$ cat src/design/ksDataPkg.sv
`default_nettype none

// Widths shared by the datapath side and the microsequencer
package ksDataPkg;

   // Microaddress, bit 0 is the MSB
   localparam int addrWidth = 12;

   // Datapath word
   localparam int dataWidth = 36;

   // Return stack, pointer counts 0 to stackDepth
   localparam int stackDepth = 4;
   localparam int stackPtrWidth = $clog2(stackDepth) + 1;

   // External skip flags
   localparam int flagCount = 4;

endpackage

`default_nettype wire
$ cat src/design/ksMicroPkg.sv
`default_nettype none

// Microinstruction word layout and the sequencing field encodings
package ksMicroPkg;

   localparam int cromWidth = 26;

   ////////////////////////////////////////////////////////////////////////////
   // Field layout, bit 0 is the leftmost bit of the word
   ////////////////////////////////////////////////////////////////////////////

   localparam int jFieldPos     = 0;
   localparam int jFieldWidth   = ksDataPkg::addrWidth;
   localparam int dispEn10Pos   = 12;
   localparam int dispEn20Pos   = 13;
   localparam int dispEn40Pos   = 14;
   localparam int dispSelHPos   = 15;
   localparam int dispSelHWidth = 2;
   localparam int dispSelPos    = 17;
   localparam int dispSelWidth  = 3;
   localparam int skipSelPos    = 20;
   localparam int skipSelWidth  = 3;
   localparam int seqOpPos      = 23;
   localparam int seqOpWidth    = 2;
   // Bit 25 is spare

   ////////////////////////////////////////////////////////////////////////////
   // Encodings, all zero means no dispatch, no skip and a plain jump
   ////////////////////////////////////////////////////////////////////////////

   // Source of address bits 0 to 7
   typedef enum logic [dispSelHWidth-1:0] {
      selHDiag, selHRet, selHJ, selHAread
   } dispSelHType;

   // Source of bits 8 to 11 under EN10
   typedef enum logic [dispSelWidth-1:0] {
      sel10Diag, sel10Ret, sel10Mul, sel10Pf, sel10Ni, sel10Byte, sel10Ea, sel10Scad
   } dispSel10Type;

   // Source of bits 8 to 11 under EN40
   typedef enum logic [dispSelWidth-1:0] {
      sel40Zero, sel40Dp18, sel40J, sel40Aread, sel40Norm, sel40Dp32, sel40DromA, sel40DromB
   } dispSel40Type;

   // Code 7 is unused and never skips
   typedef enum logic [skipSelWidth-1:0] {
      skipNone, skipDpSign, skipDpZero, skipFlag0, skipFlag1, skipFlag2, skipFlag3
   } skipSelType;

   // Code 3 is unused and acts as a jump
   typedef enum logic [seqOpWidth-1:0] {
      seqJump, seqCall, seqRet
   } seqOpType;

endpackage

`default_nettype wire

$ cat src/design/microSequencer.sv
`timescale 1ns/10ps
`default_nettype none

// Microprogram counter, next address OR and the return stack
module microSequencer
  (
   input  wire                                clk,
   input  wire                                rstN,
   input  wire                                run,
   input  wire  [0:ksMicroPkg::cromWidth-1]   crom,
   input  wire  [0:ksDataPkg::addrWidth-1]    dispAddr,
   input  wire                                skipBit,
   output logic [0:ksDataPkg::addrWidth-1]    readAddr,
   output logic [0:ksDataPkg::addrWidth-1]    retAddr,
   output logic [0:ksDataPkg::addrWidth-1]    microPC
  );

   ksMicroPkg::seqOpType seqOp;

   logic [0:ksDataPkg::addrWidth-1]       nextPC;
   logic [0:ksDataPkg::addrWidth-1]       callAddr;
   logic [0:ksDataPkg::addrWidth-1]       stack [0:ksDataPkg::stackDepth-1];
   logic [ksDataPkg::stackPtrWidth-1:0]   stackPtr;
   logic [ksDataPkg::stackPtrWidth-2:0]   topIdx;
   logic                                  stackFull;
   logic                                  stackEmpty;
   logic                                  doPush;
   logic                                  doPop;

   wire [0:ksMicroPkg::jFieldWidth-1] jField =
      crom[ksMicroPkg::jFieldPos +: ksMicroPkg::jFieldWidth];

   assign seqOp =
      ksMicroPkg::seqOpType'(crom[ksMicroPkg::seqOpPos +: ksMicroPkg::seqOpWidth]);

   // Three sources OR'ed, skip only touches bit 11
   assign nextPC = jField | dispAddr | {{(ksDataPkg::addrWidth-1){1'b0}}, skipBit};

   // Stalled machine keeps rereading its own word
   assign readAddr = run ? nextPC : microPC;

   ////////////////////////////////////////////////////////////////////////////
   // Return stack
   ////////////////////////////////////////////////////////////////////////////

   assign stackFull  = (stackPtr == ksDataPkg::stackPtrWidth'(ksDataPkg::stackDepth));
   assign stackEmpty = (stackPtr == '0);
   assign topIdx     = stackPtr[ksDataPkg::stackPtrWidth-2:0] - 1'b1;
   assign callAddr   = microPC + 1'b1;

   // Only advancing cycles move the stack
   assign doPush = run && (seqOp == ksMicroPkg::seqCall);
   assign doPop  = run && (seqOp == ksMicroPkg::seqRet);

   // Top of stack feeds the RET dispatch inputs
   assign retAddr = stackEmpty ? '0 : stack[topIdx];

   always_ff @(posedge clk)
   begin
      if (doPush && !stackFull)
         stack[stackPtr[ksDataPkg::stackPtrWidth-2:0]] <= callAddr;
   end

   always_ff @(posedge clk or negedge rstN)
   begin
      if (!rstN)
      begin
         microPC  <= '0;
         stackPtr <= '0;
      end
      else
      begin
         if (run)
            microPC <= nextPC;
         // Overflow and underflow leave the pointer alone
         if (doPush && !stackFull)
            stackPtr <= stackPtr + 1'b1;
         else if (doPop && !stackEmpty)
            stackPtr <= stackPtr - 1'b1;
      end
   end

endmodule

`default_nettype wire

$ cat config.mk
export PLATFORM = sky130hd
export DESIGN_NAME = microSequencer
export DESIGN_NICKNAME = d
export VERILOG_FILES = /design/src/design/ksDataPkg.sv /design/src/design/ksMicroPkg.sv /design/src/design/microSequencer.sv
export SDC_FILE = /design/constraint.sdc
export NUM_CORES = 1
export LEC_CHECK = 0
export BUFFER_PORTS_ARGS = -buffer_cell sky130_fd_sc_hd__buf_2
export CAP_MARGIN = 20
export CORE_AREA = 5 5 79 135
export CTS_CLUSTER_DIAMETER = 60
export DETAILED_ROUTE_END_ITERATION = 8
export DIE_AREA = 0 0 84 140
export SYNTH_ARGS = -nofsm -noshare
export SYNTH_HDL_FRONTEND = slang
export SYNTH_SLANG_ARGS = --single-unit
export TNS_END_PERCENT = 100
$ cat constraint.sdc
create_clock -name clk -period 3 [get_ports clk]
set_input_delay 0.6 -clock clk [delete_from_list [all_inputs] [get_ports clk]]
set_output_delay 0.6 -clock clk [all_outputs]
set_load 0.02 [all_outputs]
=== Word level (Yosys, flattened, before mapping) ===
Memories as Yosys holds them, arrays and structs flattened.
Index checks and enable logic that the tools add are counted.

* Add/sub/neg operators: 4
* $mul: 0
* Divide/modulo/power cells: 0
* $lt $le $gt $ge: 0
* Eq/ne operators: 3
* Shifts and indexed selects: 0
* Multiplexer cells: 6
* Bitwise gates (word level): 2
* Reduce and logical (&&, ||, !) cells: 8

{| class="wikitable"
|+ Operator list
! kind !! count
|-
| 2-to-1 mux 12 bit || 2
|-
| adder 12 x 1 -> 12 bit (second input constant) || 1
|-
| OR 12 x 1 -> 12 bit || 1
|-
| OR 12 bit || 1
|-
| 2-to-1 mux 3 bit || 2
|-
| logical AND 1 bit || 4
|-
| adder 3 x 1 -> 3 bit (second input constant) || 1
|-
| == test 3 bit (second input constant) || 1
|-
| logical NOT 3 bit || 1
|-
| subtractor 3 x 1 -> 3 bit (second input constant) || 1
|-
| == test 2 x 1 -> 1 bit (second input constant) || 1
|-
| == test 2 bit (second input constant) || 1
|-
| logical NOT 1 bit || 2
|-
| 2-to-1 mux 1 bit || 2
|-
| nonzero test 2 bit || 1
|-
| subtractor 2 x 1 -> 2 bit (second input constant) || 1
|}

* Register bits: 15
* Latch bits: 0
* RAM bits: 48
* Bits in read-only memories: 0
* Input port bits: 42
* Output and inout bits: 36
* Logic and storage cells: 26
* Memories: 1

{| class="wikitable"
|+ Memory list
! memory !! depth !! bits a word !! rd ports !! clocked after memory_dff !! wr ports !! line !! RTL
|-
| stack || 4 || 12 || 1 || 0 || 1 || microSequencer.sv:22 || <nowiki>logic [0:ksDataPkg::addrWidth-1] stack [0:ksDataPkg::stackDepth-1];</nowiki>
|}

=== Longest topological paths before layout ===
* Word-level depth: 5
* Mapped depth: 10
* Mapped depth without buffers: 9

=== Worst setup path before layout ===
OpenSTA, ideal clock, no wires.

* Path kind: reg2out
* From: register stackPtr[0] in the netlist's numbering
* To: output port retAddr[10] in the netlist's numbering
* Arrival: 1.823 ns
* Required time: 2.400 ns
* Setup slack: 0.577 ns
* Cell stages (with the launch flop): 7
* Buffers on the path: 2
* Cells stage by stage: dfrtp_1 -> buf_6 -> inv_1 -> ha_1 -> buf_2 -> mux4_2 -> nor2b_1

* Cells in the longest elaborated chain, start to end: 3
* Elaborated cells between the ends (all ways): 4
* Classes of those cells: add/sub: 1; mux: 1; reduce/logical: 1; memory: 1

{| class="wikitable"
|+ Ends and longest elaborated chain
! item !! line !! RTL
|-
| start: declaration || microSequencer.sv:23 || <nowiki>logic [ksDataPkg::stackPtrWidth-1:0] stackPtr;</nowiki>
|-
| start signal: assignment || microSequencer.sv:77 || <nowiki>stackPtr <= stackPtr + 1'b1;</nowiki>
|-
| start signal: assignment || microSequencer.sv:79 || <nowiki>stackPtr <= stackPtr - 1'b1;</nowiki>
|-
| subtractor 2 x 1 -> 2 bit || microSequencer.sv:48 || <nowiki>assign topIdx = stackPtr[ksDataPkg::stackPtrWidth-2:0] - 1'b1;</nowiki>
|-
| net topIdx (one bit) || microSequencer.sv:24 || <nowiki>logic [ksDataPkg::stackPtrWidth-2:0] topIdx;</nowiki>
|-
| memory (4 x 12 bit) || -- ||
|-
| 2-to-1 mux 12 bit || microSequencer.sv:56 || <nowiki>assign retAddr = stackEmpty ? '0 : stack[topIdx];</nowiki>
|-
| end: declaration || microSequencer.sv:14 || <nowiki>output logic [0:ksDataPkg::addrWidth-1] retAddr,</nowiki>
|}

The timed path passes the listed nets, and every way through them passes these cells.

=== Worst setup path after layout ===
* From: register stackPtr[1] in the netlist's numbering
* To: output port retAddr[1] in the netlist's numbering

* Cells in the longest elaborated chain, start to end: 3
* Elaborated cells between the ends (all ways): 4
* Classes of those cells: add/sub: 1; mux: 1; reduce/logical: 1; memory: 1

{| class="wikitable"
|+ Ends and longest elaborated chain
! item !! line
|-
| subtractor 2 x 1 -> 2 bit || microSequencer.sv:48
|-
| memory (4 x 12 bit) || --
|-
| 2-to-1 mux 12 bit * || microSequencer.sv:56
|}

Mark *: on every way between the ends. The rest lies on a longest branch, timed or not.

==> flow_metrics.env <==
export IMPL_cts_root_buf="clkbuf_16"
export IMPL_hpwl_um=4200
export IMPL_worst_slew_pin_slew_ps=811
export IMPL_ys_seq_elements=63
export IMPL_diodes=0
export IMPL_vias=1717
export IMPL_core_area_um2=9410
export IMPL_cts_sinks=63
export IMPL_combPwrFrac_pct=34.9
export IMPL_critPathMaxFanout=12
export IMPL_hold_violations=0
export IMPL_rsz0062_at_grt="no"
export IMPL_dieWidth_um=84
export IMPL_setup_viol=0
export IMPL_synth_area_um2=2740
export IMPL_grt_max_degree=27
export IMPL_top_layer="met4"
export IMPL_drv_cap=0
export IMPL_synth_edf_count=48
export IMPL_reg2reg_slack_ps=1080
export IMPL_rr_startpoint="stackPtr[1]$_DFFE_PN0P_"
export IMPL_drcViolationCount=0
export IMPL_finalCriticalPeriod_ps=2720
export IMPL_outcome="complete, no violations"
export IMPL_die_y_um=140
export IMPL_io_buffer_count=65
export IMPL_drtAntennaViolNets=0
export IMPL_worstPathArrival_ps=2120
export IMPL_p_leak_nw=1.38
export IMPL_synthArstFlopShare_pct=23.8
export IMPL_synth_top_cells_by_count="edfxtp_1, nor2_1, dfrtp_1"
export IMPL_cts_buffer_depth=2
export IMPL_wl_um=5650
export IMPL_grt_ovfl_total=0
export IMPL_ys_types=28
export IMPL_fin_skew_ps=6.11
export IMPL_cts_tree="done"
export IMPL_worstSkewPairLatency_ps=330
export IMPL_ys_top_cells_by_area="edfxtp_1, dfrtp_1, mux4_2"
export IMPL_wl_met3_um=261
export IMPL_initial_core_util_pct=29.1
export IMPL_drv_slew=0
export IMPL_postSynthNetCount=231
export IMPL_switchingPower_w=0.00107
export IMPL_clockPowerShare_pct=32.6
export IMPL_wl_met1_um=2150
export IMPL_drive_above_1_share_pct=36.6
export IMPL_seqPwrFrac_pct=32.4
export IMPL_power_internal_w=0.00229
export IMPL_area_growth_pct=29.0
export IMPL_reg2reg_depth=9
export IMPL_grt_pass1_wl_um=9420
export IMPL_drt_iter0_drc=40
export IMPL_fp_row_count=47
export IMPL_htree_num_levels=3
export IMPL_yosys_warnings=0
export IMPL_tns_ps=0
export IMPL_synth_most_common_cell="edfxtp_1"
export IMPL_synth_area_leader_cell="edfxtp_1"
export IMPL_final_nets=305
export IMPL_track_usage_pct=10.6
export IMPL_cts_buffers=9
export IMPL_firstDrtPassIters=4
export IMPL_pwr_density_cell_nw_per_um2=949
export IMPL_swShare_pct=31.9
export IMPL_antenna_found_initial=0
export IMPL_grt_pass1_vias=1883
export IMPL_fillers=940
export IMPL_fin_worst_hold_slack_ps=173
export IMPL_netlist_instances=183
export IMPL_met2_length_um=3050
export IMPL_period_share_pct=90.7
export IMPL_max_freq_mhz=368
export IMPL_reg2reg_to="stackPtr[2]$_DFFE_PN0P_"
export IMPL_synth_ff_type="edfxtp_1"
export IMPL_cts_setup_buffers=0
export IMPL_dieArea_um2=11800
export IMPL_cp_required_ps=2400
export IMPL_synth_avg_cell_area_um2=15.0
export IMPL_drt_vias_per_instance=4.47
export IMPL_end_kind="output pin"
export IMPL_hold_class="in2async"
export IMPL_crit_type="reg2out"
export IMPL_slew_headroom_pct=45.8
export IMPL_ios=78
export IMPL_cp_start_kind="flop"
export IMPL_ir_worst_vdd_mv=0.448
export IMPL_wl_per_cell_um=14.7
export IMPL_clkSlewWorstSetupHoldPaths_ps=50
export IMPL_gp_congestion=0.668
export IMPL_synth_top_area_share_pct=52.6
export IMPL_seq_area_frac_synth_pct=66.3
## cell usage in the layout, fill, tap and decap left out, types with 2 or more instances in the layout
master	Yosys	routed
nand3_1	5	5
inv_1	7	7
o21ai_0	8	8
a21oi_1	9	9
nor2_1	21	21
buf_4	0	4
mux4_2	11	11
and3b_1	2	2
clkinv_2	0	2
bufinv_16	0	2
and3_1	4	4
clkbuf_16	0	9
dfrtp_1	15	15
nor3_1	3	3
xor2_1	7	7
xnor2_1	7	7
ha_1	6	5
clkbuf_1	4	2
edfxtp_1	48	48
nor2b_1	12	12
nand2_1	3	3
buf_2	1	65
## through the flow
stage	power (W)	util [%]	cells	area (µm²)	worst slack (ps)
4_1_cts	0.00341	37.6	384	3530	66.4
6_report	0.00336	37.6	384	3540	279
5_1_grt	0.00355	37.6	384	3540	33.8
3_3_place_gp	0.00229	34.2	368	3220	426
2_1_floorplan	0.00194	-	183	2740	577
3_5_place_dp	0.00230	34.2	368	3220	436
## registers in the layout, summed over array words and instances (netlist names)
signal	cells
stackPtr	3
microPC	12
stack	48
## per-layer routing
metal	GRT usage (%)	vias up
met5	0	-
met4	7.12	0
met2	18.5	63
met1	11.2	813
met3	2.41	13
li1	-	828
## worst max-delay path: stages (launching register included)
cell and delay [ps]:
dfrtp_1 450, inv_1 110, ha_2 530, mux4_2 370
nor2b_1 140, buf_2 190
## how the worst max path moves through the flow
stage,depth (start not counted),from,endpoint
2_1_floorplan,6,stackPtr[0]$_DFFE_PN0P_,retAddr[10]
3_3_place_gp,5,stackPtr[1]$_DFFE_PN0P_,retAddr[1]
3_5_place_dp,5,stackPtr[1]$_DFFE_PN0P_,retAddr[1]
4_1_cts,5,stackPtr[1]$_DFFE_PN0P_,retAddr[1]
5_1_grt,6,stackPtr[1]$_DFFE_PN0P_,retAddr[7]
6_report,5,stackPtr[1]$_DFFE_PN0P_,retAddr[1]
## logic make-up after synthesis
family / Yosys count / share of synthesized area, %
simple gates: 53 / 9.72
compound gates: 21 / 4.29
mux: 13 / 10.4
buf+inv: 13 / 2.10
fa+ha+maj: 6 / 2.74
flops: 63 / 66.3
xor+xnor: 14 / 4.47
## cell type report
class	count	area [µm²]	area share, %
clock inverters	4	70.1	1.98
well taps	122	153	4.32
multi-input cells	107	870	24.6
flip-flops and latches	63	1820	51.4
repair buffers	69	355	10.0
inverters	7	26.3	0.743
clock buffers	12	246	6.97
## repair_timing
item / 4_1_cts / 5_1_grt
resized for setup: 0 / 1
setup endpoints to repair: 0 / 1
hold buffers: 0 / 0
## power by group through the flow
stage / Combinational (W) / Sequential [W] / Clock (W)
floorplan: 0.000815 / 0.00112 / 0
global placement: 0.00119 / 0.00110 / 0
detailed placement: 0.00120 / 0.00111 / 0
CTS: 0.00121 / 0.00109 / 0.00111
global route: 0.00130 / 0.00110 / 0.00115
finish: 0.00117 / 0.00109 / 0.00110
Power figures use the tool's default switching activity.
