### src/design/ksDataPkg.sv
`default_nettype none

// Widths shared by the datapath side and the microsequencer
package ksDataPkg;

   // Microaddress, bit 0 is the MSB
   localparam int addrWidth = 12;

   // Datapath word
   localparam int dataWidth = 36;

   // Return stack, pointer counts 0 to stackDepth
   localparam int stackDepth = 4;
   localparam int stackPtrWidth = $clog2(stackDepth) + 1;

   // External skip flags
   localparam int flagCount = 4;

endpackage

`default_nettype wire
### src/design/ksMicroPkg.sv
`default_nettype none

// Microinstruction word layout and the sequencing field encodings
package ksMicroPkg;

   localparam int cromWidth = 26;

   ////////////////////////////////////////////////////////////////////////////
   // Field layout, bit 0 is the leftmost bit of the word
   ////////////////////////////////////////////////////////////////////////////

   localparam int jFieldPos     = 0;
   localparam int jFieldWidth   = ksDataPkg::addrWidth;
   localparam int dispEn10Pos   = 12;
   localparam int dispEn20Pos   = 13;
   localparam int dispEn40Pos   = 14;
   localparam int dispSelHPos   = 15;
   localparam int dispSelHWidth = 2;
   localparam int dispSelPos    = 17;
   localparam int dispSelWidth  = 3;
   localparam int skipSelPos    = 20;
   localparam int skipSelWidth  = 3;
   localparam int seqOpPos      = 23;
   localparam int seqOpWidth    = 2;
   // Bit 25 is spare

   ////////////////////////////////////////////////////////////////////////////
   // Encodings, all zero means no dispatch, no skip and a plain jump
   ////////////////////////////////////////////////////////////////////////////

   // Source of address bits 0 to 7
   typedef enum logic [dispSelHWidth-1:0] {
      selHDiag, selHRet, selHJ, selHAread
   } dispSelHType;

   // Source of bits 8 to 11 under EN10
   typedef enum logic [dispSelWidth-1:0] {
      sel10Diag, sel10Ret, sel10Mul, sel10Pf, sel10Ni, sel10Byte, sel10Ea, sel10Scad
   } dispSel10Type;

   // Source of bits 8 to 11 under EN40
   typedef enum logic [dispSelWidth-1:0] {
      sel40Zero, sel40Dp18, sel40J, sel40Aread, sel40Norm, sel40Dp32, sel40DromA, sel40DromB
   } dispSel40Type;

   // Code 7 is unused and never skips
   typedef enum logic [skipSelWidth-1:0] {
      skipNone, skipDpSign, skipDpZero, skipFlag0, skipFlag1, skipFlag2, skipFlag3
   } skipSelType;

   // Code 3 is unused and acts as a jump
   typedef enum logic [seqOpWidth-1:0] {
      seqJump, seqCall, seqRet
   } seqOpType;

endpackage

`default_nettype wire

### src/design/microSkip.sv
`timescale 1ns/10ps
`default_nettype none

// Skip condition select
// Result lands in the LSB of the next microaddress
module microSkip
  (
   input  wire  [0:ksMicroPkg::cromWidth-1] crom,
   input  wire  [0:ksDataPkg::dataWidth-1]  dp,
   input  wire  [0:ksDataPkg::flagCount-1]  flags,
   output logic                             skipBit
  );

   wire [0:ksMicroPkg::skipSelWidth-1] skipField =
      crom[ksMicroPkg::skipSelPos +: ksMicroPkg::skipSelWidth];

   ksMicroPkg::skipSelType skipSel;

   assign skipSel = ksMicroPkg::skipSelType'(skipField);

   // Whole datapath word is zero
   wire dpZero = ~|dp;

   always_comb
   begin
      case (skipSel)
         ksMicroPkg::skipNone   : skipBit = 1'b0;
         // Sign is the MSB, bit 0
         ksMicroPkg::skipDpSign : skipBit = dp[0];
         ksMicroPkg::skipDpZero : skipBit = dpZero;
         ksMicroPkg::skipFlag0  : skipBit = flags[0];
         ksMicroPkg::skipFlag1  : skipBit = flags[1];
         ksMicroPkg::skipFlag2  : skipBit = flags[2];
         ksMicroPkg::skipFlag3  : skipBit = flags[3];
         // Unused code
         default                : skipBit = 1'b0;
      endcase
   end

endmodule

`default_nettype wire

### config.mk
export PLATFORM = sky130hd
export DESIGN_NAME = microSkip
export DESIGN_NICKNAME = d
export VERILOG_FILES = /design/src/design/ksDataPkg.sv /design/src/design/ksMicroPkg.sv /design/src/design/microSkip.sv
export SDC_FILE = /design/constraint.sdc
export NUM_CORES = 1
export LEC_CHECK = 0
export BUFFER_PORTS_ARGS = -buffer_cell sky130_fd_sc_hd__buf_2
export CAP_MARGIN = 15
export CORE_AREA = 2 2 39 41
export DETAILED_ROUTE_END_ITERATION = 6
export DIE_AREA = 0 0 41 43
export PLACE_DENSITY = 0.68
export SYNTH_ARGS = -nofsm -noshare
export SYNTH_HDL_FRONTEND = slang
export SYNTH_SLANG_ARGS = --single-unit
### constraint.sdc
create_clock -name vclk -period 1.24
set_clock_uncertainty 0.2 [all_clocks]
set_input_delay 0.062 -clock vclk [all_inputs]
set_output_delay 0.062 -clock vclk [all_outputs]
set_load 0.02 [all_outputs]
# Yosys cells after proc, flatten, opt, wreduce, memory -nomap -nowiden
# Index checks and enable logic that the tools add are counted.
# Widths: inputs -> output; s select.
[classes]
n_reduce_logical = 2
mux = 1
n_eq_ne = 6
[ops]
columns = ["op", "count"]
rows = [
  ["$reduce_or 36->1", 1],
  ["$eq 3x3->1 const B", 3],
  ["$eq 3x2->1 const B", 2],
  ["$pmux 1 s6", 1],
  ["$eq 3x1->1 const B", 1],
  ["$logic_not 1->1", 1],
]
[word_totals]
register_bits = 0
out_inout_bits = 1
wordCells = 9
inputBits = 66

# Depth between registers and ports, before layout
# Gate-level depths: netlist of run 1.
[logic_depth]
ltp_word = 3
mapped_depth = 4
mapped_depth_nobuf = 4

# Worst setup path after synthesis of run 1
# Ideal clock, no wire load.
[synth_path]
path_kind = "input port to output port"
startpoint = "input port dp[30] (netlist name)"
endpoint = "output port skipBit"
arrival_ps = 771
required_time_ps = 978
path_buffers = 0
path_stages = 4
slack_ps = 207
cell_sequence = "nor4_1 -> nand4_1 -> nor3_1 -> a211o_2"
[synth_between]
elab_chain_len = 3
[synth_lines]
columns = ["item", "line", "source"]
rows = [
  ["start: declaration", "microSkip.sv:9", "input wire [0:ksDataPkg::dataWidth-1] dp,"],
  ["$reduce_or 36->1", "microSkip.sv:22", "wire dpZero = ~|dp;"],
  ["$logic_not 1->1", "microSkip.sv:22", ""],
  ["$pmux 1 s6", "microSkip.sv:26", "case (skipSel)"],
  ["end: declaration", "microSkip.sv:11", "output logic skipBit"],
]
# No other way between the ends.

# Final worst setup path of run 1
[layout_path]
startpoint = "input port dp[1] (netlist name)"
endpoint = "output port skipBit"
# Same word-level chain as after synthesis.

==> results of run 1 <==
[routing by layer]
metal | global-route usage (%) | part of all wire (%) | vias up
met5 | 0 | 0 | -
met4 | 0 | 0 | 0
met3 | 0 | 9.0 | 0
met2 | 22.5 | 67 | 25
met1 | 6.33 | 24 | 169
li1 | - | - | 182
[path summary, 6_finish.rpt]
| path | end | slack (ns) |
|---|---|---|
| setup / recovery | skipBit | 0.02 |
| hold / removal | skipBit | 0.34 |
[critical path, delay by kind of cell]
family	cells	cell delay [ns]
AOI/OAI and AO/OA	1	0.12
buffers and inverters	2	0.19
and+or+nand+nor	3	0.59
[cell usage after synthesis (all sizes together)]
cell type / count
a211o: 1
nor3: 2
nor3b: 1
o21ai: 1
mux2i: 2
nor2b: 1
nor4: 8
nand2: 1
nor2: 1
nand4: 2
nand3: 1
[logic make-up after synthesis]
kind of cell,synth area share [%]
compound gates,11.2
mux,15.0
simple gates,73.8
[power by group through the flow]
| stage | clock network (mW) | registers [mW] | logic, mW |
|---|---|---|---|
| final | 0 | 0 | 0.149 |
| after global routing | 0 | 0 | 0.161 |
| after CTS | 0 | 0 | 0.115 |
| after detailed placement | 0 | 0 | 0.0969 |
| after global placement | 0 | 0 | 0.0941 |
| after floorplan | 0 | 0 | 0.0220 |
[cell type report]
cell class	instances	area, um^2
timing repair buffer	45	303
tap	16	20.0
fill	150	837
multi-input combinational	21	224
[stage by stage]
stage | area [um^2] | setup WS (ns) | total power [mW] | std cells | hold WS (ns)
after global placement | 382 | -0.116 | 0.0941 | 82 | 0.358
after global routing | 547 | -0.0368 | 0.161 | 82 | 0.367
after floorplan | 134 | 0.207 | 0.0220 | 21 | 0.0820
after detailed placement | 382 | -0.0963 | 0.0969 | 82 | 0.360
after CTS | 443 | -0.0259 | 0.115 | 82 | 0.345
final | 547 | 0.0209 | 0.149 | 82 | 0.339
[timing repair]
item	CTS	global route
endpoints found under the setup margin	1	1
gates resized for setup	11	15
cloned	0	0
hold buffers	0	0
pin swaps	7	12
==> metrics.txt, run 1 <==
synthesized instance count=21; biggest area consumer among synthesized cells=sky130_fd_sc_hd__nor4_1; final period demand of the worst path=1.22 ns; top cells by area in the synthesized netlist=sky130_fd_sc_hd__nor4_1, sky130_fd_sc_hd__mux2i_1, sky130_fd_sc_hd__nand4_1; Min-Delay Startpoint=flags[3]; DRT antenna net count=0; number of distinct library cells after synthesis=11; Max-slew headroom=86.5%; post-route clock period utilization=98.3%; combinational share of power=100.0%; Data required, critical path=0.98 ns; Die Span Y=43 um; net switching share of the total power=36.3%; die footprint=0.00176 mm^2; Clk pwr share=0%; total overflow reported by the global router=0; Pre-Repair DR Iteration Count=1; combined area of all synthesized cells=134 um^2; antenna fix cells=0; Min-Delay Path Depth=5; crit path capture type=output port; number of nets in the layout=134; DPL Wire Length=708 um; largest fanout of any net on the critical path=1; cell repeated most along the worst path=sky130_fd_sc_hd__buf_6; unrepaired setup endpoints after global routing=true; cell internal pwr=94.9 uW; number of nets in the synthesized netlist=87; clock buf count=0; ports placed on the boundary=67; worst setup path startpoint=dp[1]; timing-limited maximum frequency=820 MHz; setup violation total in the final timing report=0; sequential cell count=0; number of placement rows=14; global-route wire length before repair=1.19 mm; DRC violation count after routing=0; max-slew violation count=0; post-synth top area share=37.4%; signed area change from the synthesized netlist to the final layout=308%; maximum number of pins on one net before global-route repair=4; power share of the sequential group=0%; Arrival @ worst endpoint=0.96 ns; detailed-route wire length=901 um; crit start category=input pin; Leak=0.246 nW; critical path class=input pin to output port; PwrDens=272 mW/mm^2; biggest cell delay along the critical path=0.26 ns; Max Cap Violations=0; Post-CTS Repair Setup Buffers=0; gpl congestion=0.690; result of the run=finished clean; post-layout util=39.5%; Tightest Pin Transition=0.201 ns; maximum ir drop on the vdd rail=0.0768 mV; Tot GR Track Use=9.19%; die width=41 um; starting utilization of the core area=9.67%; layout cells sized above 1=83.3%; storage element area=0 um^2; Yosys Warn Count=0; vias in the first global route=375; initial antenna violation count=0; post-synthesis sequential area ratio=0%; most common library cell in the layout ignoring fill and taps=sky130_fd_sc_hd__buf_2; NetSw=54.1 uW; via-per-instance ratio=4.59; Placeable Area=0.00138 mm^2; setup TNS after final layout=0 ns; Min-Delay Path Class=input pin to output port; post-DR wirelength/cell=11.0 um; number of input and output port buffers inserted=44; cell chain of the critical path=buf_6, nor4_2, nand4_1, nor3_2, a211o_2, buf_6; slowest stage cell on the critical path=sky130_fd_sc_hd__nor4_2; number of vias in the routed layout=376; final number of hold-violating endpoints=0; highest-count cells in the layout ignoring fill and taps=sky130_fd_sc_hd__buf_2, sky130_fd_sc_hd__buf_6, sky130_fd_sc_hd__nor4_2, sky130_fd_sc_hd__nor4_4; post-synthesis area per instance=6.38 um^2; drt first-iter violations=0
Note: power is estimated with default switching activity, not from simulation.
==> run 2: changes to the inputs <==
--- a/config.mk
+++ b/config.mk
@@ -5,12 +5,14 @@
 export SDC_FILE = /design/constraint.sdc
 export NUM_CORES = 1
 export LEC_CHECK = 0
+export ABC_AREA = 1
 export BUFFER_PORTS_ARGS = -buffer_cell sky130_fd_sc_hd__buf_2
 export CAP_MARGIN = 15
 export CORE_AREA = 2 2 39 41
 export DETAILED_ROUTE_END_ITERATION = 6
 export DIE_AREA = 0 0 41 43
-export PLACE_DENSITY = 0.68
+export PLACE_DENSITY = 0.74
+export SETUP_SLACK_MARGIN = 0.05
 export SYNTH_ARGS = -nofsm -noshare
 export SYNTH_HDL_FRONTEND = slang
 export SYNTH_SLANG_ARGS = --single-unit
==> metrics.txt, run 2 <==
number of gates resized after CTS=0 (was 11); Max Cap Violations=0 (unchanged); worst setup path startpoint=crom[22] (was dp[1]); die footprint=0.00176 mm^2 (unchanged); via-per-instance ratio=3.96 (was 4.59); PwrDens=245 mW/mm^2 (was 272 mW/mm^2); unrepaired setup endpoints after global routing=false (was true); post-DR wirelength/cell=6.39 um (was 11.0 um); most common library cell in the layout ignoring fill and taps=sky130_fd_sc_hd__buf_2 (unchanged); maximum number of pins on one net before global-route repair=6 (was 4); gpl congestion=0.670 (was 0.690); Min Hold Slack=0.363 ns (was 0.339 ns); number of vias in the routed layout=432 (was 376); final number of hold-violating endpoints=0 (unchanged); global-route wire length before repair=1.13 mm (was 1.19 mm); DPL Wire Length=674 um (was 708 um); power after layout=110 uW (was 149 uW); die width=41 um (unchanged); max-slew violation count=0 (unchanged); post-synth top area share=37.5% (was 37.4%); Max-slew headroom=92.1% (was 86.5%); layout cells sized above 1=54.8% (was 83.3%); most frequent cell after synthesis=sky130_fd_sc_hd__nor2_1 (was sky130_fd_sc_hd__nor4_1); Yosys Warn Count=0 (unchanged); combined area of all synthesized cells=210 um^2 (was 134 um^2); Post-CTS Repair Setup Buffers=0 (unchanged); Tot GR Track Use=8.39% (was 9.19%); ports placed on the boundary=67 (unchanged); maximum ir drop on the vdd rail=0.0636 mV (was 0.0768 mV); Pre-Repair DR Iteration Count=2 (was 1); number of non-filler instances in the completed layout=109 (was 82); post-placement cell count=109 (was 82); detailed-route wire length=697 um (was 901 um); Leak=0.255 nW (was 0.246 nW); synthesized instance count=49 (was 21); Min-Delay Path Depth=6 (was 5); antenna fix cells=0 (unchanged); number of placement rows=14 (unchanged); Placeable Area=0.00138 mm^2 (unchanged); final period demand of the worst path=1.08 ns (was 1.22 ns); starting utilization of the core area=15.2% (was 9.67%); Data required, critical path=0.98 ns (about the same); largest fanout of any net on the critical path=5 (was 1); total overflow reported by the global router=0 (unchanged); Tightest Pin Transition=0.118 ns (was 0.201 ns); sequential cell count=0 (unchanged); top cells by area in the synthesized netlist=sky130_fd_sc_hd__nor2_1, sky130_fd_sc_hd__nand2_1, sky130_fd_sc_hd__nand3_1 (was sky130_fd_sc_hd__nor4_1, sky130_fd_sc_hd__mux2i_1, sky130_fd_sc_hd__nand4_1); number of nets in the layout=161 (was 134); biggest area consumer among synthesized cells=sky130_fd_sc_hd__nor2_1 (was sky130_fd_sc_hd__nor4_1); crit path to=skipBit (unchanged); clock buf count=0 (unchanged); crit path capture type=output port (unchanged); number of nets in the synthesized netlist=115 (was 87); signed area change from the synthesized netlist to the final layout=114% (was 308%); crit start category=input pin (unchanged); DRC violation count after routing=0 (unchanged); DRT antenna net count=0 (unchanged); count of hold buffers inserted by post-cts repair=0 (unchanged); post-synthesis sequential area ratio=0% (unchanged); timing-limited maximum frequency=928 MHz (was 820 MHz); highest-count cells in the layout ignoring fill and taps=sky130_fd_sc_hd__buf_2, sky130_fd_sc_hd__nor2_1, sky130_fd_sc_hd__nand2_1 (was sky130_fd_sc_hd__buf_2, sky130_fd_sc_hd__buf_6, sky130_fd_sc_hd__nor4_2, sky130_fd_sc_hd__nor4_4); post-layout util=32.5% (was 39.5%); Arrival @ worst endpoint=0.82 ns (was 0.96 ns); number of distinct library cells after synthesis=9 (was 11); initial antenna violation count=0 (unchanged); vias in the first global route=340 (was 375); number of input and output port buffers inserted=44 (unchanged); result of the run=finished clean (unchanged); storage element area=0 um^2 (unchanged); setup TNS after final layout=0 ns (unchanged); drt first-iter violations=2 (was 0); post-synthesis area per instance=4.29 um^2 (was 6.38 um^2); Commonest cells post-synth=sky130_fd_sc_hd__nor2_1, sky130_fd_sc_hd__nand2_1, sky130_fd_sc_hd__nand3_1 (was sky130_fd_sc_hd__nor4_1, sky130_fd_sc_hd__mux2i_1, sky130_fd_sc_hd__nand4_1, sky130_fd_sc_hd__nor3_1); Die Span Y=43 um (unchanged); setup violation total in the final timing report=0 (unchanged); Min-Delay Path Class=input pin to output port (unchanged); post-route clock period utilization=86.9% (was 98.3%); critical path class=input pin to output port (unchanged)
==> run 2: worst min-delay path by stage <==
stage          startpoint  slack [ns]       to
4_1_cts            dp[13]        0.37  skipBit
3_5_place_dp       dp[13]        0.37  skipBit
5_1_grt             dp[9]        0.41  skipBit
6_report         flags[1]        0.36  skipBit
2_1_floorplan       dp[0]        0.17  skipBit
3_3_place_gp     flags[1]        0.37  skipBit
==> run 2: metal layers <==
metal	global-route usage, %	routed length, um
met5	0	0
met4	0	0
met3	0	85
met2	16.9	366
met1	9.49	244
==> run 2: area by class of cell <==
type                            instances  area, um^2
Inverter                                3        11.3
Tap cell                               16        20.0
Timing Repair Buffer                   44         220
Multi-Input combinational cell         46         199
Fill cell                             163         933
==> run 2: worst max-delay path: stages <==
cell	delay [ns]
sky130_fd_sc_hd__buf_2	0.13
sky130_fd_sc_hd__nor2_2	0.12
sky130_fd_sc_hd__nand2_1	0.07
sky130_fd_sc_hd__nor2_2	0.08
sky130_fd_sc_hd__nand3_1	0.09
sky130_fd_sc_hd__o21ai_2	0.11
sky130_fd_sc_hd__buf_2	0.17
==> run 2: logic make-up after synthesis <==
kind of cell	count (synthesis)	synth area share [%]
buf+inv	3	5.36
simple gates	44	88.1
compound gates	2	6.55
==> run 2: where the power goes <==
part	leakage (nW)	switching (mW)	internal [mW]
registers	0	0	0
logic	0.255	0.0450	0.0654
clock network	0	0	0
total	0.255	0.0450	0.0654
==> run 2: stage by stage <==
step           area [um^2]  worst slack (ns)
2_1_floorplan          210             0.357
3_3_place_gp           450             0.153
6_report               450             0.162
3_5_place_dp           450             0.139
4_1_cts                450             0.139
5_1_grt                450            0.0585
