<file path="src/design/ksDataPkg.sv">
`default_nettype none

// Widths shared by the datapath side and the microsequencer
package ksDataPkg;

   // Microaddress, bit 0 is the MSB
   localparam int addrWidth = 12;

   // Datapath word
   localparam int dataWidth = 36;

   // Return stack, pointer counts 0 to stackDepth
   localparam int stackDepth = 4;
   localparam int stackPtrWidth = $clog2(stackDepth) + 1;

   // External skip flags
   localparam int flagCount = 4;

endpackage

`default_nettype wire
</file>
<file path="src/design/ksMicroPkg.sv">
`default_nettype none

// Microinstruction word layout and the sequencing field encodings
package ksMicroPkg;

   localparam int cromWidth = 26;

   ////////////////////////////////////////////////////////////////////////////
   // Field layout, bit 0 is the leftmost bit of the word
   ////////////////////////////////////////////////////////////////////////////

   localparam int jFieldPos     = 0;
   localparam int jFieldWidth   = ksDataPkg::addrWidth;
   localparam int dispEn10Pos   = 12;
   localparam int dispEn20Pos   = 13;
   localparam int dispEn40Pos   = 14;
   localparam int dispSelHPos   = 15;
   localparam int dispSelHWidth = 2;
   localparam int dispSelPos    = 17;
   localparam int dispSelWidth  = 3;
   localparam int skipSelPos    = 20;
   localparam int skipSelWidth  = 3;
   localparam int seqOpPos      = 23;
   localparam int seqOpWidth    = 2;
   // Bit 25 is spare

   ////////////////////////////////////////////////////////////////////////////
   // Encodings, all zero means no dispatch, no skip and a plain jump
   ////////////////////////////////////////////////////////////////////////////

   // Source of address bits 0 to 7
   typedef enum logic [dispSelHWidth-1:0] {
      selHDiag, selHRet, selHJ, selHAread
   } dispSelHType;

   // Source of bits 8 to 11 under EN10
   typedef enum logic [dispSelWidth-1:0] {
      sel10Diag, sel10Ret, sel10Mul, sel10Pf, sel10Ni, sel10Byte, sel10Ea, sel10Scad
   } dispSel10Type;

   // Source of bits 8 to 11 under EN40
   typedef enum logic [dispSelWidth-1:0] {
      sel40Zero, sel40Dp18, sel40J, sel40Aread, sel40Norm, sel40Dp32, sel40DromA, sel40DromB
   } dispSel40Type;

   // Code 7 is unused and never skips
   typedef enum logic [skipSelWidth-1:0] {
      skipNone, skipDpSign, skipDpZero, skipFlag0, skipFlag1, skipFlag2, skipFlag3
   } skipSelType;

   // Code 3 is unused and acts as a jump
   typedef enum logic [seqOpWidth-1:0] {
      seqJump, seqCall, seqRet
   } seqOpType;

endpackage

`default_nettype wire

</file>
<file path="src/design/microDispatch.sv">
`timescale 1ns/10ps
`default_nettype none

// N-way dispatch, only ever sets microaddress bits
module microDispatch
  (
   input  wire  [0:ksMicroPkg::cromWidth-1] crom,
   input  wire  [0:ksDataPkg::dataWidth-1]  dp,
   input  wire  [0:11]                      dispDiag,
   input  wire  [0:11]                      dispRet,
   input  wire  [0:11]                      dispJ,
   input  wire  [0:11]                      dispAread,
   input  wire  [8:11]                      dispMul,
   input  wire  [8:11]                      dispPf,
   input  wire  [8:11]                      dispNi,
   input  wire  [8:11]                      dispByte,
   input  wire  [8:11]                      dispEa,
   input  wire  [8:11]                      dispScad,
   input  wire  [8:11]                      dispNorm,
   input  wire  [8:11]                      dispDromA,
   input  wire  [8:11]                      dispDromB,
   output logic [0:ksDataPkg::addrWidth-1]  dispAddr
  );

   // Enables
   wire dispEn10 = crom[ksMicroPkg::dispEn10Pos];
   wire dispEn20 = crom[ksMicroPkg::dispEn20Pos];
   wire dispEn40 = crom[ksMicroPkg::dispEn40Pos];

   // Raw select fields
   wire [0:ksMicroPkg::dispSelHWidth-1] selHField =
      crom[ksMicroPkg::dispSelHPos +: ksMicroPkg::dispSelHWidth];
   wire [0:ksMicroPkg::dispSelWidth-1]  selField  =
      crom[ksMicroPkg::dispSelPos +: ksMicroPkg::dispSelWidth];

   // Same low select field, read two ways
   ksMicroPkg::dispSelHType  selH;
   ksMicroPkg::dispSel10Type sel10;
   ksMicroPkg::dispSel40Type sel40;

   assign selH  = ksMicroPkg::dispSelHType'(selHField);
   assign sel10 = ksMicroPkg::dispSel10Type'(selField);
   assign sel40 = ksMicroPkg::dispSel40Type'(selField);

   always_comb
   begin
      // Nothing enabled, nothing set
      dispAddr = '0;

      // High half
      if (dispEn20)
      begin
         case (selH)
            ksMicroPkg::selHDiag  : dispAddr[0:7] = dispDiag[0:7];
            ksMicroPkg::selHRet   : dispAddr[0:7] = dispRet[0:7];
            ksMicroPkg::selHJ     : dispAddr[0:7] = dispJ[0:7];
            ksMicroPkg::selHAread : dispAddr[0:7] = dispAread[0:7];
         endcase
      end

      // Low half, EN10 group
      if (dispEn10)
      begin
         case (sel10)
            ksMicroPkg::sel10Diag : dispAddr[8:11] = dispDiag[8:11];
            ksMicroPkg::sel10Ret  : dispAddr[8:11] = dispRet[8:11];
            ksMicroPkg::sel10Mul  : dispAddr[8:11] = dispMul;
            ksMicroPkg::sel10Pf   : dispAddr[8:11] = dispPf;
            ksMicroPkg::sel10Ni   : dispAddr[8:11] = dispNi;
            ksMicroPkg::sel10Byte : dispAddr[8:11] = dispByte;
            ksMicroPkg::sel10Ea   : dispAddr[8:11] = dispEa;
            ksMicroPkg::sel10Scad : dispAddr[8:11] = dispScad;
         endcase
      end

      // Low half, EN40 group, overrides EN10 when both are set
      if (dispEn40)
      begin
         case (sel40)
            ksMicroPkg::sel40Zero  : dispAddr[8:11] = 4'b0000;
            ksMicroPkg::sel40Dp18  : dispAddr[8:11] = dp[18:21];
            ksMicroPkg::sel40J     : dispAddr[8:11] = dispJ[8:11];
            ksMicroPkg::sel40Aread : dispAddr[8:11] = dispAread[8:11];
            ksMicroPkg::sel40Norm  : dispAddr[8:11] = dispNorm;
            ksMicroPkg::sel40Dp32  : dispAddr[8:11] = dp[32:35];
            ksMicroPkg::sel40DromA : dispAddr[8:11] = dispDromA;
            ksMicroPkg::sel40DromB : dispAddr[8:11] = dispDromB;
         endcase
      end
   end

endmodule

`default_nettype wire

</file>
<file path="config.mk">
export PLATFORM = sky130hd
export DESIGN_NAME = microDispatch
export DESIGN_NICKNAME = d
export VERILOG_FILES = /design/src/design/ksDataPkg.sv /design/src/design/ksMicroPkg.sv /design/src/design/microDispatch.sv
export SDC_FILE = /design/constraint.sdc
export NUM_CORES = 1
export LEC_CHECK = 0
export BUFFER_PORTS_ARGS = -buffer_cell sky130_fd_sc_hd__buf_2
export CAP_MARGIN = 30
export CELL_PAD_IN_SITES_DETAIL_PLACEMENT = 1
export CELL_PAD_IN_SITES_GLOBAL_PLACEMENT = 2
export CORE_AREA = 2 2 96 98
export DETAILED_ROUTE_END_ITERATION = 8
export DIE_AREA = 0 0 98 100
export PLACE_DENSITY = 0.9
export SYNTH_ARGS = -nofsm -noshare
export SYNTH_HDL_FRONTEND = slang
export SYNTH_SLANG_ARGS = --single-unit
</file>
<file path="constraint.sdc">
create_clock -name vclk -period 0.86
set_input_delay 0 -clock vclk [all_inputs]
set_output_delay 0 -clock vclk [all_outputs]
set_load 0.05 [all_outputs]
</file>
# Word level (Yosys, flattened, before mapping)
# Index checks and enable logic that the tools add are counted.
# classes
n_eq_ne,10
muxes,6
reduce_logical,2
# ops
operator,count
one-hot mux 4 bit (8 select lines),2
one-hot mux 8 bit (4 select lines),1
"== test 3 bit, second input constant",4
2-to-1 mux 4 bit,2
2-to-1 mux 8 bit,1
"== test 3 x 2 -> 1 bit, second input constant",2
"== test 2 bit, second input constant",2
"== test 3 x 1 -> 1 bit, second input constant",1
logical NOT 3 bit,1
"== test 2 x 1 -> 1 bit, second input constant",1
logical NOT 2 bit,1
# word_totals
regBits,0
output_inout_bits,12

# Logic depth before layout (Yosys ltp)
# Gate-level depths: netlist of the first run.
# depth
depth_word,4
depth_mapped,6

# Worst setup path before layout of the first run
# No wires, ideal clock.
# synth_timing
path_kind,input port to output port
start,input crom[19] (netlist name)
end,output dispAddr[8] (netlist name)
arrival_time_ns,1.694
required_ns,0.860
slack_ns,-0.834
stages,6
path_buffers,2
cell_sequence,buf_6 buf_12 nand3b_1 a21oi_1 a211oi_1 o21ai_0
# synth_between
elab_chain_len,4
# synth_lines
item,line,source
"start, declared",microDispatch.sv:7,"input wire [0:ksMicroPkg::cromWidth-1] crom,"
"== test 3 bit, or another cell as far along","microDispatch.sv:64, microDispatch.sv:79",
one-hot mux 4 bit (8 select lines),microDispatch.sv:64,case (sel10)
2-to-1 mux 4 bit,microDispatch.sv:62,if (dispEn10)
2-to-1 mux 4 bit *,microDispatch.sv:77,if (dispEn40)
"end, declared",microDispatch.sv:22,output logic [0:ksDataPkg::addrWidth-1] dispAddr
# Every way passes the cells marked *; elsewhere a longest branch is shown, timed or not.

# Worst setup path in the final report of the first run
# layout_timing
start,input crom[19] (netlist name)
end,output dispAddr[11] (netlist name)
# The elaborated chain is that of the path after synthesis.

==> impl_metrics.py, run 1 <==
metrics = {
    "status": {
        "outcome": "finished, violations left",
        "violations": "setup timing",
    },
    "sta": {
        "hold_viol": 0,
        "fin_crit_sh": 1.360,
        "final-max-slew-violation-count": 0,
        "fmax_ghz": 0.8547,
        "final.setup.tns_ps": -1519,
        "setup_ws_ps": -309.9,
        "slew_headroom": 0.7924,
        "rsz0062_at_grt": "yes",
        "setup_viol_count_final": 12,
        "whs_ps": 407.7,
        "worst_pin_slew_ps": 311.4,
        "finalCriticalPeriod_ps": 1170,
    },
    "grt": {
        "grt_max_degree": 13,
        "grt_pass1_vias": 1518,
        "overflow": 0,
        "grt_pass1_wl_um": 7355,
        "grtUsageTotal": 0.09038,
        "antenna_found_initial": 0,
    },
    "drt": {
        "drt-total-wl_um": 4592,
        "drc": 0,
        "route.detailed.wl_per_inst_um": 14.31,
        "drt-initial-drc-count": 9,
        "via_per_inst": 4.009,
        "vias": 1287,
        "dr.pass1.iters": 4,
        "drtAntennaViolNets": 0,
    },
    "final_layout": {
        "antennaDiodeCount": 0,
        "num-clock-buffers": 0,
        "multi_input_area_um2": 918.4,
        "fin_cells": 321,
        "drive_gt1_frac": 0.7952,
        "seqCellArea_um2": 0,
        "fillCellCount": 1068,
        "syn2layout_area_growth_pct": 130.7,
        "design_area_um2": 1954,
        "final_nets": 358,
        "fin_util": 0.2198,
        "flops_and_latches": 0,
    },
    "setup_path": {
        "crit_chain": "buf_12 > buf_12 > mux2i_1 > mux4_2 > o21ai_4 > buf_8",
        "critPathArrivalTime_ps": 1170,
        "cp_data_required_time_ps": 860,
        "slowest_stage": "mux4_2",
        "path_delay_family": "multiplexers",
        "worstSetupPathType": "input port to primary output",
        "crit_top_cell": "buf_12",
        "cp_max_fo": 5,
        "critPathMaxStageDelay_ps": 490,
        "crit_buf_inv": 3,
        "cp-end-kind": "primary output",
        "cp-start-kind": "input port",
    },
    "floorplan": {
        "die_area_um2": 9800,
        "rows": 35,
        "start_util": 0.09528,
        "fp.dieW_um": 98,
        "die_h_um": 100,
        "pin_count": 158,
        "core_area_um2": 8890,
    },
    "logic_synthesis": {
        "ys_types": 28,
        "synth.net_count": 238,
        "seq_area_frac_synth": 0,
        "postSynthAreaPerCell_um2": 9.207,
        "netlist_instances": 92,
        "synth_warnings": 0,
        "netlist_area_um2": 847.1,
    },
    "power": {
        "p_sw_frac": 0.4709,
        "vdd.ir_drop.worst_mv": 0.2839,
        "power_density_nw_per_um2": 599.5,
        "finalPower_mw": 1.172,
        "p_switching_mw": 0.5517,
        "p_leak_nw": 0.9352,
        "internal-power_mw": 0.6199,
        "comb_power_share": 1.000,
        "seq_power_share": 0,
        "p_clk_frac": 0,
    },
    "placement": {
        "placed_area_um2": 1630,
        "io_buffers": 112,
        "place_ws_ps": -465.0,
        "dp.final_hpwl_um": 3817,
        "gp_congestion": 0.7544,
        "post-place-cells": 316,
    },
    "worst_hold_path": {
        "hold_class": "input port to primary output",
    },
    "run": {
        "cap_violations": 0,
    },
}
[final timing paths]
path,start,endpoint,depth (start not counted)
hold / removal,dispDiag[8],dispAddr[8],4
setup / recovery,crom[19],dispAddr[11],6
[power groups by stage]
stage | Clock [mW] | Combinational, mW | Sequential, mW
3_3_place_gp | 0 | 0.927 | 0
4_1_cts | 0 | 1.15 | 0
3_5_place_dp | 0 | 0.945 | 0
5_1_grt | 0 | 1.25 | 0
6_report | 0 | 1.17 | 0
2_1_floorplan | 0 | 0.599 | 0
[worst min-delay path, delay by kind of cell]
kind,cells,cell delay [ps]
AOI/OAI and AO/OA,2,160
buffers and inverters,2,240
[area by class of cell]
type	instances	area share
timing repair buffer	127	0.4494
tap	111	0.07106
inverter	5	0.009603
multi-input combinational	78	0.4699
[cells in the mapped netlist (all sizes together), types with 4 or more instances]
| cell | count | area share |
|---|---|---|
| mux2i | 19 | 0.22 |
| mux4 | 10 | 0.27 |
| and2 | 8 | 0.059 |
| buf | 8 | 0.075 |
| nand3b | 6 | 0.053 |
| a221oi | 5 | 0.059 |
| inv | 5 | 0.022 |
| o21ai | 5 | 0.034 |
| nand2 | 4 | 0.018 |
| o221ai | 4 | 0.049 |
| o22ai | 4 | 0.030 |
[layout by cell type (no fill, tap or decap)]
cell type | Yosys | final
a211oi_2 | 0 | 2
a21oi_1 | 2 | 2
a221oi_2 | 1 | 4
a221oi_4 | 0 | 1
and2_4 | 0 | 8
and2b_1 | 2 | 1
and2b_2 | 0 | 1
buf_12 | 1 | 3
buf_16 | 0 | 1
buf_2 | 5 | 96
buf_4 | 1 | 10
buf_6 | 1 | 6
buf_8 | 0 | 9
clkbuf_16 | 0 | 1
clkbuf_4 | 0 | 1
inv_1 | 5 | 5
mux2_2 | 1 | 1
mux2i_1 | 19 | 18
mux2i_2 | 0 | 1
mux4_2 | 10 | 10
nand2_1 | 4 | 3
nand2_2 | 0 | 1
nand2b_1 | 1 | 1
nand3b_1 | 6 | 6
nor2_1 | 2 | 2
nor2b_4 | 0 | 1
o21ai_0 | 3 | 1
o21ai_1 | 1 | 1
o21ai_2 | 1 | 2
o21ai_4 | 0 | 1
o221ai_2 | 1 | 2
o221ai_4 | 0 | 2
o22ai_1 | 4 | 3
o22ai_2 | 0 | 1
o31ai_4 | 0 | 1
or3_4 | 1 | 1
[timing repair]
action                     in CTS  in global routing
hold buffers                    0                  0
setup endpoints to repair      12                 12
buffers inserted                3                  0
resized for setup              58                  5
gates cloned                    1                  1
pin swaps                      12                  5
[metal layers]
| metal | share of wire | routed length [µm] | track usage | up-vias |
|---|---|---|---|---|
| li1 | - | - | - | 607 |
| met1 | 0.34 | 1548 | 0.08679 | 596 |
| met2 | 0.56 | 2578 | 0.2013 | 84 |
| met3 | 0.10 | 464 | 0.02089 | 0 |
| met4 | 0 | 0 | 0 | 0 |
| met5 | 0 | 0 | 0 | - |
[cells by family (layout without fill, tap and decap cells)]
logic type      after synthesis  after routing  synth area share
mux                          30             30            0.5037
compound gates               23             23            0.2097
buf+inv                      14            132            0.1019
simple gates                 25             25            0.1846
Note: power is estimated with default switching activity, not from simulation.
==> run 2: changes to the inputs <==
- CORE_AREA: 2 2 96 98 -> 2 2 81 114
- DIE_AREA: 0 0 98 100 -> 0 0 83 116
- PLACE_DENSITY: 0.9 -> 0.91
==> impl_metrics.py, run 2 (synthesis gave the netlist of run 1 again) <==
metrics = {
    "floorplan": {
        "pin_count": 158,
        "start_util": 0.09898,
        "core_area_um2": 8558,
        "rows": 40,
        "die_h_um": 116,
        "fp.dieW_um": 83,
        "die_area_um2": 9628,
    },
    "sta": {
        "worst_pin_slew_ps": 311.7,
        "final.setup.tns_ps": -1384,
        "fmax_ghz": 0.8711,
        "rsz0062_at_grt": "yes",
        "finalCriticalPeriod_ps": 1148,
        "fin_crit_sh": 1.335,
        "setup_viol_count_final": 12,
        "hold_viol": 0,
        "final-max-slew-violation-count": 0,
        "setup_ws_ps": -288.0,
        "slew_headroom": 0.7922,
    },
    "grt": {
        "overflow": 0,
        "grt_max_degree": 17,
        "grt_pass1_vias": 1452,
        "grtUsageTotal": 0.09016,
        "antenna_found_initial": 0,
        "grt_pass1_wl_um": 7113,
    },
    "drt": {
        "vias": 1300,
        "via_per_inst": 4.127,
        "drt-initial-drc-count": 14,
        "drc": 0,
        "dr.pass1.iters": 3,
        "drt-total-wl_um": 4630,
        "route.detailed.wl_per_inst_um": 14.70,
        "drtAntennaViolNets": 0,
    },
    "worst_hold_path": {
        "whs_path_depth": 4,
        "hold_start": "dispDiag[9]",
        "hold_class": "input port to primary output",
        "hold_path_end": "dispAddr[9]",
    },
    "placement": {
        "io_buffers": 112,
        "gp_congestion": 0.7906,
        "dp.final_hpwl_um": 4037,
        "place_ws_ps": -539.9,
    },
    "setup_path": {
        "critPathArrivalTime_ps": 1150,
        "cp_data_required_time_ps": 860,
        "cp-end-kind": "primary output",
        "critPathLaunch": "crom[19]",
        "cp-start-kind": "input port",
        "cp_max_fo": 5,
        "worstSetupPathType": "input port to primary output",
    },
    "power": {
        "vdd.ir_drop.worst_mv": 0.2937,
        "power_density_nw_per_um2": 606.4,
        "finalPower_mw": 1.235,
        "p_leak_nw": 0.9346,
    },
    "final_layout": {
        "drive_gt1_frac": 0.8429,
        "syn2layout_area_growth_pct": 140.5,
        "seqCellArea_um2": 0,
        "flops_and_latches": 0,
        "num-clock-buffers": 0,
        "final_cell_mix": "buf_2, mux2i_1, mux4_2, buf_4, buf_8",
        "final_nets": 358,
        "final_common_cell": "buf_2",
        "antennaDiodeCount": 0,
        "multi_input_area_um2": 1017,
        "fillCellCount": 1000,
    },
    "status": {
        "violations": "setup timing",
        "outcome": "finished, violations left",
    },
    "run": {
        "cap_violations": 0,
    },
    "clock_tree": {
        "cts_hold_buf": 0,
    },
}
## run 2: cell types whose count changed in the layout (fill, tap and decap cells not counted), sizes merged
| cell | change |
|---|---|
| buf | +2 |
| clkbuf | -2 |
## run 2: through the flow
step / cell area [µm²] / hold slack [ps] / utilization / cells
after floorplan: 934.6 / 172.3 / - / 92
after global placement: 1663 / 491.6 / 0.1943 / 312
after detailed placement: 1663 / 496.4 / 0.1943 / 312
after CTS: 1983 / 420.5 / 0.2317 / 315
after global routing: 2037 / 440.4 / 0.2380 / 315
final: 2037 / 417.3 / 0.2380 / 315
## run 2: power breakdown
part	leakage [nW]	switching, mW	internal [mW]
clock	0	0	0
sequential	0	0	0
combinational	0.935	0.581	0.654
## run 2: routing by layer
layer  track usage  part of all wire  up-vias
li1              -                 -      606
met5             0                 0        -
met4             0            0.0045        0
met1       0.09001              0.32      598
met3       0.02066              0.10        2
met2        0.1968              0.57       94
## run 2: final cells by class
cell class | instances | share of cell area
multi-input cells | 78 | 0.4994
repair buffers | 127 | 0.4269
inverters | 5 | 0.009214
well taps | 105 | 0.06450
## run 2: worst max-delay path by stage
stage | endpoint | depth (start not counted)
4_1_cts | dispAddr[11] | 6
5_1_grt | dispAddr[11] | 6
2_1_floorplan | dispAddr[8] | 6
6_report | dispAddr[11] | 6
3_5_place_dp | dispAddr[11] | 7
3_3_place_gp | dispAddr[11] | 7
## run 2: worst max-delay path: stages
cell and delay [ps]:
buf_12 110, buf_6 120, mux2i_1 100, mux4_2 490
o21ai_4 150, buf_6 170
## run 2: timing repair
| action | in CTS | in global routing |
|---|---|---|
| pin swaps | 14 | 3 |
| setup buffers | 3 | 0 |
| gates resized for setup | 71 | 9 |
| endpoints found under the setup margin | 12 | 12 |
==> run 3: changes to the inputs <==
- ABC_AREA: not set -> 1
- CORE_AREA: 2 2 81 114 -> 2 2 86 121
- DIE_AREA: 0 0 83 116 -> 0 0 88 123
- PLACE_DENSITY: 0.91 -> 0.95
==> impl_metrics.py, run 3 <==
metrics = {
    "status": {
        "outcome": "finished, violations left",
        "violations": "setup timing",
    },
    "drt": {
        "vias": 1961,
        "via_per_inst": 4.245,
        "route.detailed.wl_per_inst_um": 14.12,
        "drc": 0,
        "drt-initial-drc-count": 63,
        "drt-total-wl_um": 6522,
        "drtAntennaViolNets": 0,
        "dr.pass1.iters": 4,
    },
    "sta": {
        "worst_pin_slew_ps": 331.1,
        "hold_viol": 0,
        "fin_crit_sh": 1.135,
        "finalCriticalPeriod_ps": 975.8,
        "slew_headroom": 0.7785,
        "fmax_ghz": 1.025,
        "setup_ws_ps": -115.8,
        "rsz0062_at_grt": "yes",
        "setup_viol_count_final": 4,
        "final-max-slew-violation-count": 0,
    },
    "placement": {
        "placed_area_um2": 1993,
        "io_buffers": 112,
        "place_ws_ps": -310.3,
        "dp.final_hpwl_um": 5192,
        "gp_congestion": 0.8959,
    },
    "final_layout": {
        "flops_and_latches": 0,
        "final_cell_mix": "buf_2, nand2_1, nand4_1, nor2_1",
        "syn2layout_area_growth_pct": 155.1,
        "final_common_cell": "buf_2",
        "num-clock-buffers": 0,
        "drive_gt1_frac": 0.6086,
        "design_area_um2": 2439,
        "antennaDiodeCount": 0,
        "seqCellArea_um2": 0,
        "final_nets": 475,
    },
    "logic_synthesis": {
        "ys_types": 12,
        "synth_common_cells": "nand2_1, nand4_1, nor2_1",
        "ys_top_cells_by_area": "nand2_1, nand4_1, nor2_1, nand3_1, a41oi_1",
        "synth.net_count": 351,
        "yosys.area.top_type": "nand2_1",
        "synth_warnings": 0,
        "synth_top_area_frac": 0.3220,
        "netlist_instances": 205,
        "seq_area_frac_synth": 0,
        "netlist_area_um2": 955.9,
        "postSynthAreaPerCell_um2": 4.663,
        "synth.most_common_cell": "nand2_1",
    },
    "power": {
        "p_leak_nw": 1.243,
        "power_density_nw_per_um2": 549.0,
        "vdd.ir_drop.worst_mv": 0.2723,
        "finalPower_mw": 1.339,
    },
    "floorplan": {
        "rows": 43,
        "pin_count": 158,
        "fp.dieW_um": 88,
        "die_area_um2": 10820,
        "die_h_um": 123,
        "start_util": 0.09816,
        "core_area_um2": 9738,
    },
    "setup_path": {
        "cp-start-kind": "input port",
        "critPathArrivalTime_ps": 980,
        "worstSetupPathType": "input port to primary output",
        "crit_end": "dispAddr[10]",
        "cp-end-kind": "primary output",
        "cp_data_required_time_ps": 860,
        "cp_max_fo": 7,
        "critPathLaunch": "crom[17]",
    },
    "worst_hold_path": {
        "hold_class": "input port to primary output",
    },
    "grt": {
        "grt_max_degree": 21,
        "overflow": 0,
        "grtUsageTotal": 0.1072,
        "grt_pass1_wl_um": 9487,
        "grt_pass1_vias": 2107,
        "antenna_found_initial": 0,
    },
    "run": {
        "cap_violations": 0,
    },
}
==> run 3: cell types whose count changed in the layout (fill, tap and decap cells not counted), sizes merged, moves of 5 or more <==
cell,delta
and2,-8
nand4,+36
inv,+12
mux2i,-19
a41oi,+8
nor2,+25
nand3b,-6
a221oi,-5
buf,+8
nand2,+78
nand3,+17
mux4,-10
==> run 3: cell type report <==
| cell class | count | area, µm² |
|---|---|---|
| Fill cell | 1233 | 7300 |
| Multi-Input combinational cell | 175 | 1234 |
| Timing Repair Buffer | 135 | 967.2 |
| Tap cell | 135 | 168.9 |
| Inverter | 17 | 68.82 |
==> run 3: layer usage <==
| metal | vias up | track usage | part of all wire |
|---|---|---|---|
| met2 | 74 | 0.2306 | 0.58 |
| met3 | 10 | 0.01001 | 0.057 |
| met1 | 923 | 0.1063 | 0.34 |
| li1 | 954 | - | - |
| met5 | - | 0 | 0 |
| met4 | 0 | 0.01923 | 0.019 |
==> run 3: worst min path at each step <==
stage,start,to,slack (ps),depth (start not counted)
after floorplan,crom[14],dispAddr[10],200,2
after global placement,dispDiag[6],dispAddr[6],470,4
after detailed placement,dispDiag[2],dispAddr[2],480,4
after CTS,dispRet[6],dispAddr[6],420,4
after global routing,dispJ[3],dispAddr[3],420,4
final,dispJ[3],dispAddr[3],410,4
==> run 3: logic make-up (layout without fill, tap and decap cells) <==
logic type	after synthesis	after routing	share of synthesized area
compound gates	13	13	0.09948
buf+inv	30	152	0.1374
simple gates	162	162	0.7631
==> run 3: report_power, final <==
group / total (mW) / switching, mW / internal, mW
registers: 0 / 0 / 0
logic: 1.34 / 0.744 / 0.595
clock network: 0 / 0 / 0
total: 1.34 / 0.744 / 0.595
==> run 3: stage by stage <==
stage / hold WS (ps) / setup TNS (ps) / instances / util
6_report: 409.5 / -440.9 / 462 / 0.2504
5_1_grt: 415.2 / -802.5 / 462 / 0.2504
4_1_cts: 421.4 / -439.2 / 461 / 0.2295
3_5_place_dp: 475.4 / -2476 / 461 / 0.2047
3_3_place_gp: 466.1 / -2218 / 461 / 0.2047
2_1_floorplan: 199.9 / 0 / 205 / -
==> run 3: timing repair <==
item / CTS / global route
endpoints found under the setup margin: 12 / 12
hold buffers: 0 / 0
buffers inserted: 0 / 1
resized for setup: 79 / 51
pin swaps: 18 / 26
==> run 3: worst max-delay path: stages <==
cell	delay (ps)
buf_12	110
nor2_4	200
buf_12	140
nand2_8	70
nand2_2	50
nor2_1	40
nand2_1	80
nand2_2	70
nand2_4	70
buf_8	140
